**src/pf_macros.svh**
```systemverilog
// Prefetcher width and depth defines
`ifndef PF_MACROS_SVH
`define PF_MACROS_SVH

// Address and data widths
`define PF_ADDR_W 32
`define PF_DATA_W 64

// Read ID width on the client side
`define PF_ID_W 4

// Block store entries, also sizes the return queues
`define PF_DEPTH 8

// Watchdog prescaler width
`define PF_WD_W 10

`endif

```
**src/pf_pkg.sv**
```systemverilog
// Prefetcher shared types
`default_nettype none

`include "pf_macros.svh"

package pf_pkg;

    typedef logic [`PF_ADDR_W-1:0] addr_t;
    typedef logic [`PF_DATA_W-1:0] data_t;
    typedef logic [`PF_ID_W-1:0] id_t;
    typedef logic [$clog2(`PF_DEPTH)-1:0] slot_t;
    typedef logic [$clog2(`PF_DEPTH):0] cnt_t;      // Counts 0..PF_DEPTH
    typedef logic [`PF_WD_W-1:0] wd_t;

    // Who asked for a DDR read
    typedef enum logic {
        op_demand   = 1'b0,
        op_prefetch = 1'b1
    } ar_op_e;

    // Client read request
    typedef struct packed {
        addr_t addr;
        id_t   id;
    } rd_req_t;

    // Client read response
    typedef struct packed {
        data_t data;
        id_t   id;
    } rd_rsp_t;

    // Master ID, points straight back at the owning store slot
    typedef struct packed {
        ar_op_e kind;
        slot_t  slot;
    } ddr_tag_t;

    typedef struct packed {
        addr_t      bar;            // Lowest address allowed for prefetch
        addr_t      limit;          // Highest address allowed for prefetch
        logic [3:0] window;         // Max unconsumed prefetches
        wd_t        wd_prescale;
    } pf_cfg_t;

endpackage

`default_nettype wire

```
**src/pf_fifo.sv**
```systemverilog
// Small synchronous FIFO
`timescale 1ns/1ps
`default_nettype none

module pf_fifo #(
    parameter type T = logic,
    parameter int DEPTH = 4
) (
    input  wire logic clk,
    input  wire logic resetN,
    input  wire logic in_valid,
    output logic      in_ready,
    input  T          in_data,
    output logic      out_valid,
    input  wire logic out_ready,
    output T          out_data
);

    localparam int PTR_W = (DEPTH > 1) ? $clog2(DEPTH) : 1;

    T mem [DEPTH];
    logic [PTR_W-1:0] wr_ptr, rd_ptr;
    logic [$clog2(DEPTH+1)-1:0] count;
    logic push, pop;

    assign in_ready  = (count != DEPTH[$bits(count)-1:0]);
    assign out_valid = (count != '0);
    assign out_data  = mem[rd_ptr];
    assign push = in_valid && in_ready;
    assign pop  = out_valid && out_ready;

    always_ff @(posedge clk or negedge resetN) begin
        if (!resetN) begin
            wr_ptr <= '0;
            rd_ptr <= '0;
            count  <= '0;
        end else begin
            if (push) wr_ptr <= (wr_ptr == PTR_W'(DEPTH-1)) ? '0 : wr_ptr + 1'b1;
            if (pop) rd_ptr <= (rd_ptr == PTR_W'(DEPTH-1)) ? '0 : rd_ptr + 1'b1;
            if (push && !pop) count <= count + 1'b1;
            else if (pop && !push) count <= count - 1'b1;
        end
    end

    always_ff @(posedge clk) begin
        if (push) mem[wr_ptr] <= in_data;
    end

endmodule

`default_nettype wire

```
**src/pf_watchdog.sv**
```systemverilog
// Idle watchdog
`timescale 1ns/1ps
`default_nettype none

module pf_watchdog
    import pf_pkg::*;
(
    input  wire logic clk,
    input  wire logic resetN,
    input  wd_t       prescale,
    input  wire logic activity,
    output logic      timeout
);

    wd_t  pre_cnt;
    logic tick;
    logic idle_q;       // One tick already passed without activity

    assign tick = (pre_cnt >= prescale);

    always_ff @(posedge clk or negedge resetN) begin
        if (!resetN) begin
            pre_cnt <= '0;
            idle_q  <= 1'b0;
        end else begin
            pre_cnt <= tick ? '0 : pre_cnt + 1'b1;
            if (activity) idle_q <= 1'b0;
            else if (tick) idle_q <= ~idle_q;   // Wraps back after a timeout
        end
    end

    // Second quiet tick
    assign timeout = tick && idle_q && !activity;

endmodule

`default_nettype wire

```
**src/pf_stride_learner.sv**
```systemverilog
// Stride learner (decode stage)
`timescale 1ns/1ps
`default_nettype none

module pf_stride_learner
    import pf_pkg::*;
(
    input  wire logic clk,
    input  wire logic resetN,
    input  wire logic s_ar_fire,
    input  rd_req_t   s_ar,
    input  pf_cfg_t   cfg,
    input  wire logic ctrl_flush,
    input  wire logic timeout,
    input  wire logic pf_issued,
    input  cnt_t      outstanding,
    input  cnt_t      pf_count,
    output addr_t     pf_addr,
    output logic      pf_want,
    output logic      cleanup,
    output logic      store_flush
);

    typedef enum logic [1:0] {
        ST_IDLE,
        ST_ARM,
        ST_ACTIVE,
        ST_CLEANUP
    } state_e;

    state_e state;
    id_t    id_q;
    addr_t  prev_addr;
    addr_t  stride;
    addr_t  diff;
    logic   stride_ok;      // One nonzero stride seen while arming
    logic   id_miss;
    logic   in_range;

    assign diff     = s_ar.addr - prev_addr;
    assign id_miss  = (s_ar.id != id_q);
    assign in_range = (pf_addr >= cfg.bar) && (pf_addr <= cfg.limit);

    assign cleanup     = (state == ST_CLEANUP);
    assign store_flush = cleanup && (outstanding == '0);   // Nothing left in flight
    assign pf_want     = (state == ST_ACTIVE) && in_range && (pf_count < cnt_t'(cfg.window));

    always_ff @(posedge clk or negedge resetN) begin
        if (!resetN) begin
            state     <= ST_IDLE;
            stride_ok <= 1'b0;
        end else begin
            case (state)
                ST_IDLE: begin
                    if (ctrl_flush) begin
                        state <= ST_CLEANUP;
                    end else if (s_ar_fire) begin
                        state     <= ST_ARM;
                        stride_ok <= 1'b0;
                    end
                end
                ST_ARM: begin
                    if (ctrl_flush || timeout || (s_ar_fire && id_miss)) begin
                        state <= ST_CLEANUP;
                    end else if (s_ar_fire && diff != '0) begin
                        if (stride_ok && diff == stride) state <= ST_ACTIVE;
                        stride_ok <= 1'b1;
                    end
                end
                ST_ACTIVE: begin
                    // Any break in the pattern drops the learned context
                    if (ctrl_flush || timeout || (s_ar_fire && (id_miss || diff != stride)))
                        state <= ST_CLEANUP;
                end
                ST_CLEANUP: begin
                    if (store_flush) state <= ST_IDLE;
                end
                default: state <= ST_IDLE;
            endcase
        end
    end

    always_ff @(posedge clk) begin
        if (s_ar_fire) prev_addr <= s_ar.addr;
        if (state == ST_IDLE && s_ar_fire) id_q <= s_ar.id;

        if (state == ST_ARM && s_ar_fire && diff != '0) begin
            stride  <= diff;
            pf_addr <= s_ar.addr + diff;    // First block ahead of the client
        end else if (pf_issued) begin
            pf_addr <= pf_addr + stride;
        end
    end

endmodule

`default_nettype wire

```
**src/pf_req_exec.sv**
```systemverilog
// Request executor (execute stage)
`timescale 1ns/1ps
`default_nettype none

module pf_req_exec
    import pf_pkg::*;
(
    input  wire logic clk,
    input  wire logic resetN,

    // Slave AR
    input  wire logic s_ar_valid,
    output logic      s_ar_ready,
    input  rd_req_t   s_ar,

    // Store lookup and slot grant
    input  wire logic hit,
    input  slot_t     hit_slot,
    input  slot_t     free_slot,
    input  wire logic slot_avail,

    // From the learner
    input  addr_t     pf_addr,
    input  wire logic pf_want,
    input  wire logic cleanup,

    input  wire logic rfifo_ready,
    input  wire logic m_r_fire,

    // Master AR
    output logic      m_ar_valid,
    input  wire logic m_ar_ready,
    output addr_t     m_ar_addr,
    output ddr_tag_t  m_ar_id,

    // Slot claim
    output logic      alloc_valid,
    output slot_t     alloc_slot,
    output addr_t     alloc_addr,
    output ar_op_e    alloc_op,
    output id_t       alloc_id,

    output logic      pf_issued,
    output cnt_t      outstanding,
    output logic      activity,

    input  wd_t       wd_prescale,
    output logic      timeout
);

    logic s_ar_fire;
    logic m_ar_fire;
    logic dm_launch;    // Demand miss goes to DDR
    logic pf_launch;
    logic launch;

    assign s_ar_fire = s_ar_valid && s_ar_ready;
    assign m_ar_fire = m_ar_valid && m_ar_ready;

    // A hit needs no DDR slot, a miss needs a free slot and an idle AR channel
    assign s_ar_ready = !cleanup && rfifo_ready && (hit || (!m_ar_valid && slot_avail));

    assign dm_launch = s_ar_fire && !hit;
    assign pf_launch = pf_want && !cleanup && !s_ar_fire && !m_ar_valid && slot_avail;
    assign launch    = dm_launch || pf_launch;

    // Hits reclaim their slot as demand, misses and prefetches take a free one
    assign alloc_valid = s_ar_fire || pf_launch;
    assign alloc_op    = pf_launch ? op_prefetch : op_demand;
    assign alloc_slot  = (s_ar_fire && hit) ? hit_slot : free_slot;
    assign alloc_addr  = pf_launch ? pf_addr : s_ar.addr;
    assign alloc_id    = s_ar.id;

    assign pf_issued = m_ar_fire && (m_ar_id.kind == op_prefetch);
    assign activity  = s_ar_fire || launch || m_ar_fire || m_r_fire;

    always_ff @(posedge clk or negedge resetN) begin
        if (!resetN) begin
            m_ar_valid  <= 1'b0;
            outstanding <= '0;
        end else begin
            if (launch) m_ar_valid <= 1'b1;
            else if (m_ar_fire) m_ar_valid <= 1'b0;
            // Counted from the claim, so a read still waiting on AR is covered
            outstanding <= outstanding + cnt_t'(launch) - cnt_t'(m_r_fire);
        end
    end

    always_ff @(posedge clk) begin
        if (launch) begin
            m_ar_addr <= alloc_addr;
            m_ar_id   <= '{kind: alloc_op, slot: alloc_slot};
        end
    end

    pf_watchdog i_watchdog (
        .clk      (clk),
        .resetN   (resetN),
        .prescale (wd_prescale),
        .activity (activity),
        .timeout  (timeout)
    );

endmodule

`default_nettype wire

```
**src/pf_block_store.sv**
```systemverilog
// Tagged block store and read return path (result stage)
`timescale 1ns/1ps
`default_nettype none

`include "pf_macros.svh"

module pf_block_store
    import pf_pkg::*;
(
    input  wire logic clk,
    input  wire logic resetN,
    input  addr_t     lookup_addr,
    output logic      hit,
    output slot_t     hit_slot,
    output slot_t     free_slot,
    output logic      slot_avail,
    input  wire logic alloc_valid,
    input  slot_t     alloc_slot,
    input  addr_t     alloc_addr,
    input  ar_op_e    alloc_op,
    input  id_t       alloc_id,
    input  wire logic store_flush,
    input  wire logic m_r_valid,
    output logic      m_r_ready,
    input  data_t     m_r_data,
    input  ddr_tag_t  m_r_id,
    output cnt_t      pf_count,
    output logic      rfifo_ready,
    output logic      s_r_valid,
    input  wire logic s_r_ready,
    output rd_rsp_t   s_r
);

    localparam int DEPTH = `PF_DEPTH;

    logic [DEPTH-1:0] valid, filled, dm;   // dm marks a slot owed to the client
    addr_t   tag [DEPTH];
    id_t     sid [DEPTH];
    data_t   data_mem [DEPTH];
    logic    m_r_fire;
    rd_req_t head;                          // Oldest demand still owed
    logic    head_valid;
    logic    drain_hit, drain;
    slot_t   drain_slot;
    rd_rsp_t rsp_q;
    logic    rsp_v;
    logic    r_in_ready;

    assign m_r_ready   = 1'b1;     // Every DDR read already owns its slot
    assign m_r_fire    = m_r_valid && m_r_ready;
    assign rfifo_ready = r_in_ready;

    always_comb begin
        hit        = 1'b0;
        hit_slot   = '0;
        free_slot  = '0;
        slot_avail = 1'b0;
        pf_count   = '0;
        for (int i = DEPTH-1; i >= 0; i--) begin
            if (valid[i] && !dm[i] && tag[i] == lookup_addr) begin
                hit      = 1'b1;
                hit_slot = slot_t'(i);
            end
            if (!valid[i]) begin
                slot_avail = 1'b1;
                free_slot  = slot_t'(i);
            end
            if (valid[i] && !dm[i]) pf_count = pf_count + 1'b1;
        end
    end

    // Find the filled slot that answers the oldest demand
    always_comb begin
        drain_hit  = 1'b0;
        drain_slot = '0;
        for (int i = DEPTH-1; i >= 0; i--) begin
            if (valid[i] && dm[i] && filled[i] && tag[i] == head.addr && sid[i] == head.id) begin
                drain_hit  = 1'b1;
                drain_slot = slot_t'(i);
            end
        end
    end

    assign drain = head_valid && drain_hit && (!rsp_v || r_in_ready);

    always_ff @(posedge clk or negedge resetN) begin
        if (!resetN) begin
            valid  <= '0;
            filled <= '0;
            dm     <= '0;
            rsp_v  <= 1'b0;
        end else begin
            if (store_flush) valid <= valid & dm;   // Demand entries survive a flush
            if (alloc_valid) begin
                valid[alloc_slot] <= 1'b1;
                dm[alloc_slot]    <= (alloc_op == op_demand);
                if (!valid[alloc_slot]) filled[alloc_slot] <= 1'b0;
            end
            if (m_r_fire) filled[m_r_id.slot] <= 1'b1;
            if (drain) valid[drain_slot] <= 1'b0;

            if (drain) rsp_v <= 1'b1;
            else if (r_in_ready) rsp_v <= 1'b0;
        end
    end

    always_ff @(posedge clk) begin
        if (alloc_valid) begin
            tag[alloc_slot] <= alloc_addr;
            sid[alloc_slot] <= alloc_id;
        end
        if (m_r_fire) data_mem[m_r_id.slot] <= m_r_data;
        if (drain) rsp_q <= '{data: data_mem[drain_slot], id: head.id};
    end

    // Demands in acceptance order
    pf_fifo #(.T(rd_req_t), .DEPTH(DEPTH)) i_pend_fifo (
        .clk       (clk),
        .resetN    (resetN),
        .in_valid  (alloc_valid && alloc_op == op_demand),
        .in_ready  (),
        .in_data   ('{addr: alloc_addr, id: alloc_id}),
        .out_valid (head_valid),
        .out_ready (drain),
        .out_data  (head)
    );

    pf_fifo #(.T(rd_rsp_t), .DEPTH(DEPTH)) i_r_fifo (
        .clk       (clk),
        .resetN    (resetN),
        .in_valid  (rsp_v),
        .in_ready  (r_in_ready),
        .in_data   (rsp_q),
        .out_valid (s_r_valid),
        .out_ready (s_r_ready),
        .out_data  (s_r)
    );

endmodule

`default_nettype wire

```
**src/pf_top.sv**
```systemverilog
// Stride prefetcher top level
`timescale 1ns/1ps
`default_nettype none

module pf_top
    import pf_pkg::*;
(
    input  wire logic clk,
    input  wire logic resetN,
    input  wire logic s_ar_valid,
    output logic      s_ar_ready,
    input  rd_req_t   s_ar,
    output logic      s_r_valid,
    input  wire logic s_r_ready,
    output rd_rsp_t   s_r,
    output logic      m_ar_valid,
    input  wire logic m_ar_ready,
    output addr_t     m_ar_addr,
    output ddr_tag_t  m_ar_id,
    input  wire logic m_r_valid,
    output logic      m_r_ready,
    input  data_t     m_r_data,
    input  ddr_tag_t  m_r_id,
    input  pf_cfg_t   cfg,
    input  wire logic ctrl_flush
);

    addr_t  pf_addr, alloc_addr;
    logic   pf_want, cleanup, store_flush, timeout, pf_issued;
    cnt_t   outstanding, pf_count;
    logic   hit, slot_avail, alloc_valid, rfifo_ready;
    slot_t  hit_slot, free_slot, alloc_slot;
    ar_op_e alloc_op;
    id_t    alloc_id;

    pf_stride_learner i_learner (
        .clk         (clk),
        .resetN      (resetN),
        .s_ar_fire   (s_ar_valid && s_ar_ready),
        .s_ar        (s_ar),
        .cfg         (cfg),
        .ctrl_flush  (ctrl_flush),
        .timeout     (timeout),
        .pf_issued   (pf_issued),
        .outstanding (outstanding),
        .pf_count    (pf_count),
        .pf_addr     (pf_addr),
        .pf_want     (pf_want),
        .cleanup     (cleanup),
        .store_flush (store_flush)
    );

    pf_req_exec i_exec (
        .clk         (clk),
        .resetN      (resetN),
        .s_ar_valid  (s_ar_valid),
        .s_ar_ready  (s_ar_ready),
        .s_ar        (s_ar),
        .hit         (hit),
        .hit_slot    (hit_slot),
        .free_slot   (free_slot),
        .slot_avail  (slot_avail),
        .pf_addr     (pf_addr),
        .pf_want     (pf_want),
        .cleanup     (cleanup),
        .rfifo_ready (rfifo_ready),
        .m_r_fire    (m_r_valid && m_r_ready),
        .m_ar_valid  (m_ar_valid),
        .m_ar_ready  (m_ar_ready),
        .m_ar_addr   (m_ar_addr),
        .m_ar_id     (m_ar_id),
        .alloc_valid (alloc_valid),
        .alloc_slot  (alloc_slot),
        .alloc_addr  (alloc_addr),
        .alloc_op    (alloc_op),
        .alloc_id    (alloc_id),
        .pf_issued   (pf_issued),
        .outstanding (outstanding),
        .activity    (),
        .wd_prescale (cfg.wd_prescale),
        .timeout     (timeout)
    );

    pf_block_store i_store (
        .clk         (clk),
        .resetN      (resetN),
        .lookup_addr (s_ar.addr),
        .hit         (hit),
        .hit_slot    (hit_slot),
        .free_slot   (free_slot),
        .slot_avail  (slot_avail),
        .alloc_valid (alloc_valid),
        .alloc_slot  (alloc_slot),
        .alloc_addr  (alloc_addr),
        .alloc_op    (alloc_op),
        .alloc_id    (alloc_id),
        .store_flush (store_flush),
        .m_r_valid   (m_r_valid),
        .m_r_ready   (m_r_ready),
        .m_r_data    (m_r_data),
        .m_r_id      (m_r_id),
        .pf_count    (pf_count),
        .rfifo_ready (rfifo_ready),
        .s_r_valid   (s_r_valid),
        .s_r_ready   (s_r_ready),
        .s_r         (s_r)
    );

endmodule

`default_nettype wire

```
**config.mk**
```make
export PLATFORM = sky130hd
export DESIGN_NAME = pf_top
export DESIGN_NICKNAME = d
export VERILOG_FILES = /design/src/pf_pkg.sv /design/src/pf_fifo.sv /design/src/pf_watchdog.sv /design/src/pf_stride_learner.sv /design/src/pf_req_exec.sv /design/src/pf_block_store.sv /design/src/pf_top.sv
export VERILOG_INCLUDE_DIRS = /design/src
export SDC_FILE = /design/constraint.sdc
export NUM_CORES = 2
export LEC_CHECK = 0
export ABC_AREA = 1
export BUFFER_PORTS_ARGS = -buffer_cell sky130_fd_sc_hd__buf_2
export CAP_MARGIN = 20
export CORE_UTILIZATION = 35
export CTS_CLUSTER_SIZE = 20
export DETAILED_ROUTE_END_ITERATION = 10
export GPL_ROUTABILITY_DRIVEN = 0
export PLACE_DENSITY_LB_ADDON = 0.1
export SETUP_SLACK_MARGIN = 0.2
export SLEW_MARGIN = 10
export SYNTH_ARGS = -nofsm -noshare
export SYNTH_HDL_FRONTEND = slang
export SYNTH_SLANG_ARGS = --single-unit
```
**constraint.sdc**
```tcl
create_clock -name clk -period 6.16 [get_ports clk]
set_input_delay 0.308 -clock clk [delete_from_list [all_inputs] [get_ports clk]]
set_output_delay 0.308 -clock clk [all_outputs]
set_load 0.005 [all_outputs]
```
==> results.md <==
- The initial antenna violation count is 43.
- Dividing the detail-routed via count by the number of cells gives a little over 5.
- Setup violations remaining at the end of the flow were counted as 0.
- In this run the register-to-register setup slack is 0.54 ns.
- Across the run, the number of max-cap violations was 0.
- The count of nets left with antenna violations after detail routing is 0.
- Across the whole layout, storage elements account for 0.05675 mm².
- The synthesized instance count is 9820.
- The cell area that synthesis handed to floorplanning was 0.09395 mm².
- Counting stages on the worst path, the most repeated cell is sky130_fd_sc_hd__nand2_1.
- The overall track demand over capacity in global routing is 24.99%.
- The worst register-to-register path ends at i_store.tag[7][11].
- After filler insertion, the fill cell instance count of the layout stands at approximately 26k.
- The total number of yosys warnings is 0.
- The proportion of synthesized flip-flops having asynchronous set or reset is approximately 3.4%.
- Yosys mapped a number of flops with a built-in enable equal to 1836.
- The count of nets after finishing is around 11k.
- For the worst setup path, the data required time is 6.86 ns.
- The smallest clock period supported by the final layout is computed as 5.625 ns.
- The worst hold path terminates at i_learner.prev_addr[18].
- From left edge to right edge, the die measures 520.1 µm.
- Along the worst hold path, the cell count comes to 1.
- The floorplan has 189 rows.
- From bottom edge to top edge, the die measures 520.1 µm.
- TritonCTS built the clock tree.
- The number of DRC violations after detailed-routing iteration 0 is 7408.
- The most used flip-flop cell after synthesis is sky130_fd_sc_hd__edfxtp_1.
- The tightest hold path in the finished design has a slack of 0.06664 ns.
- In this run the worst setup path begins at i_store.valid[6].
- Compared with the post-synthesis result, the final layout area differs by 17.13%.
- Setup total negative slack on the finished layout was measured at 0 ns.
- Dividing the detail-routed wire length by the instance count gives 24.57 µm.
- The number of sinks on the clock net is 1900.
- The startpoint of the most critical hold path is s_ar[22].
- The number of iterations in the first detailed-routing pass is 8.
- Net switching is between 30% and 40% of the power.
- The startpoint identified for the worst register-to-register timing path is i_store.valid[6].
- For this block, the routed nets add up to 346600 µm of wire.
- Along the worst path, the maximum fanout reaches 8.
- The max-slew violation count came to 0.
- Dividing total power by cell area gives a power density of 341.9 mW/mm².
- The hold violation total from the final report was 0.
- Between clock sinks in the finished design, the worst skew comes to approximately 0.1 ns.
- The share of total power dissipated in the clock network is around 34%.
- The category of the worst setup path launch point is a register.
- The slew at the pin closest to its max-slew limit is 1.078 ns.
- Once the floorplan was initialized, standard cells occupied around a third of the core.
- On the worst path, the slowest cell contributes a delay of about 0.34 ns.
- The kind of capture point of the worst setup path is a register.
- The global-route wire length before repair is between 400000 and 500000 µm.
- Setup repair after global routing left no endpoint under its margin.
- Of the cells placed in the final design, the portion with a size suffix greater than 1 is 10.16%.
- The die covers 0.2705 mm².
- Internal power comes to 25.64 mW.
- The root buffer cell chosen for the clock tree is sky130_fd_sc_hd__clkbuf_16.
- The net load switching power is 11.99 mW.
- Each instance of the synthesized netlist takes up on average about 9.6 µm².
- TritonCTS created 219 clock buffers.
- For the worst setup path, the data arrival time is 6.33 ns.
- In the layout the commonest cells are sky130_fd_sc_hd__nand2_1 (2377), sky130_fd_sc_hd__edfxtp_1 (1836), sky130_fd_sc_hd__inv_1 (1444).
- The wire-length estimate of the detail-placed layout is 237100 µm.
- After global routing the overflow that remains totals 0.
- The worst hold-check path type is in -> reg.
- After synthesis, the netlist uses 59 different library cells.
- VDD sags by at most roughly 290 µV.
- 297 I/O pins were placed.
- The path depth of the worst reg2reg path is 36.
- The proportion of power drawn by combinational gates is ~22%.
- The final critical path takes up 91.31% of the cycle.
- The placeable core area is 0.2660 mm².
- The maximum level of the CTS H-tree is 4.
- The number of nets produced by synthesis is 10.21k.
- The category of the critical setup timing path is reg -> reg.
- The number of global-route vias before repair is just under 70k.
- In this run the deepest clock path goes through 4 buffers.
- The flow ran to the end, and the final reports show no timing, DRC or antenna violations.
- Static timing analysis puts the maximum clock frequency at 0.1778 GHz.
- The worst pin sits at a relative slew slack of 27.94%.
- The sequential share of power is 43.9%.
- After synthesis the netlist holds a flip-flop and latch count of 1900.
- For this design, the slowest cell found on the critical path is sky130_fd_sc_hd__dfrtp_1.
- For this run, design rule violations remaining after detail routing come to 0.
- The pin count of the biggest net entering global routing is 160.
- The most frequent standard cell in the layout excluding fill and tap cells is sky130_fd_sc_hd__nand2_1.
- The share of synthesized area occupied by flip-flops and latches is 60.39%.
- The total number of vias is approximately 73k.
- For this design the static power due to leakage is roughly 46 nW.
- In the final layout, the multi-input gates occupy 0.03043 mm².
- After clock tree synthesis, the clock-pin slew on the worst setup and hold paths is approximately 0.06 ns.
- Buffers placed on the I/O ports in this run total roughly 290.
- Clock latency on the worst-skew pair, taken at its later pin, is between 0.9 and 1 ns.
==> power groups by stage <==
stage                     clock [mW]  sequential (mW)  combinational [mW]
final                           12.7             16.5                8.36
after global routing            13.4             16.6                9.15
after CTS                       13.0             16.5                8.10
after detailed placement           0             16.7                8.01
after global placement             0             16.8                7.94
after floorplan                    0             16.2                4.94
==> area by class of cell <==
cell class | instances | share of cell area, %
Antenna cell | 15 | 0.03411
Clock buffer | 265 | 5.192
Clock inverter | 129 | 1.073
Inverter | 1470 | 5.035
Multi-Input combinational cell | 6108 | 27.65
Sequential cell | 1900 | 51.56
Tap cell | 3533 | 4.017
Timing Repair Buffer | 689 | 5.432
==> Yosys cell counts, types with 64 or more instances <==
| library cell | number | area (µm²) |
|---|---|---|
| sky130_fd_sc_hd__nor2_1 | 1054 | 3956 |
| sky130_fd_sc_hd__nand2_1 | 2380 | 8934 |
| sky130_fd_sc_hd__inv_1 | 1455 | 5461 |
| sky130_fd_sc_hd__o22ai_1 | 100 | 625.6 |
| sky130_fd_sc_hd__xnor2_1 | 160 | 1401 |
| sky130_fd_sc_hd__nand3_1 | 852 | 4264 |
| sky130_fd_sc_hd__a31oi_1 | 75 | 469.2 |
| sky130_fd_sc_hd__xor2_1 | 99 | 867.1 |
| sky130_fd_sc_hd__buf_2 | 143 | 715.7 |
| sky130_fd_sc_hd__a21oi_1 | 161 | 805.8 |
| sky130_fd_sc_hd__clkbuf_1 | 130 | 488.0 |
| sky130_fd_sc_hd__nand3b_1 | 116 | 870.8 |
| sky130_fd_sc_hd__o21ai_0 | 475 | 2377 |
| sky130_fd_sc_hd__nand4_1 | 150 | 938.4 |
| sky130_fd_sc_hd__or2_2 | 68 | 425.4 |
| sky130_fd_sc_hd__ha_1 | 199 | 2490 |
| sky130_fd_sc_hd__edfxtp_1 | 1836 | 55130 |
| sky130_fd_sc_hd__dfrtp_1 | 64 | 1602 |
==> kinds of logic (layout without fill, tap and decap cells) <==
| logic type | count (synthesis) | after routing | share of synthesized area [%] |
|---|---|---|---|
| XOR/XNOR | 260 | 260 | 2.440 |
| other | 1 | 16 | 0.003991 |
| buffers and inverters | 1812 | 2553 | 7.732 |
| flip-flops | 1900 | 1900 | 60.39 |
| adder cells (fa/ha/maj) | 205 | 205 | 2.778 |
| multiplexers | 1 | 1 | 0.01065 |
| AO/OA/AOI/OAI | 896 | 896 | 5.223 |
| AND/OR/NAND/NOR | 4745 | 4745 | 21.43 |
==> stage by stage <==
| stage | cell area, µm² | instances | setup slack (ns) | utilization, % | power [mW] |
|---|---|---|---|---|---|
| 6_report | 110100 | 14110 | 0.5355 | 41.37 | 37.63 |
| 4_1_cts | 109700 | 14090 | 0.1968 | 41.23 | 37.60 |
| 2_1_floorplan | 93960 | 9820 | 0.02099 | - | 21.16 |
| 3_3_place_gp | 101800 | 13600 | 0.2242 | 38.28 | 24.70 |
| 3_5_place_dp | 101800 | 13600 | 0.2297 | 38.28 | 24.76 |
| 5_1_grt | 110000 | 14100 | 0.1752 | 41.36 | 39.16 |
==> layer usage <==
layer / up-vias / wire length (µm) / GRT usage (%)
met5: - / 168 / 0.08775
met4: 24 / 17370 / 11.19
met3: 831 / 26990 / 4.584
met2: 2962 / 148700 / 37.74
met1: 35170 / 153400 / 34.87
li1: 33720 / - / -
==> worst max-delay path: cells and delay by family, from the launching register on <==
kind,cells,cell delay (ns)
fa+ha+maj,4,0.99
simple gates,11,1.06
xor+xnor,2,0.31
flops,1,0.34
buf+inv,14,1.66
compound gates,5,1.06
==> flip-flops by register name, indices dropped and copies added, names as in the netlist, 8 cells and up <==
signal	count
i_store.valid	8
i_store.data_mem	512
i_learner.prev_addr	32
i_store.dm	8
i_store.sid	32
i_learner.pf_addr	32
i_learner.stride	32
i_exec.i_watchdog.pre_cnt	10
i_store.rsp_q	68
i_store.i_r_fifo.mem	544
i_store.i_pend_fifo.mem	288
i_store.filled	8
i_exec.m_ar_addr	32
i_store.tag	256
==> worst max-delay path by stage <==
stage,endpoint,slack [ns],depth (start not counted)
2_1_floorplan,i_exec.outstanding[1],0.02,28
3_3_place_gp,i_store.i_pend_fifo.mem[0][19],0.22,34
5_1_grt,i_store.tag[7][11],0.18,37
3_5_place_dp,i_store.i_pend_fifo.mem[3][19],0.23,34
4_1_cts,i_store.i_pend_fifo.mem[0][30],0.20,32
6_report,i_store.tag[7][11],0.54,36
==> repair_timing <==
action	4_1_cts	5_1_grt
hold buffers	94	0
gates resized for setup	2	35
pin swaps	0	9
cloned	0	4
buffers inserted	0	5
setup endpoints to repair	20	897
endpoints found under the hold margin	667	0
No activity file was read; power rests on OpenSTA's default activity.
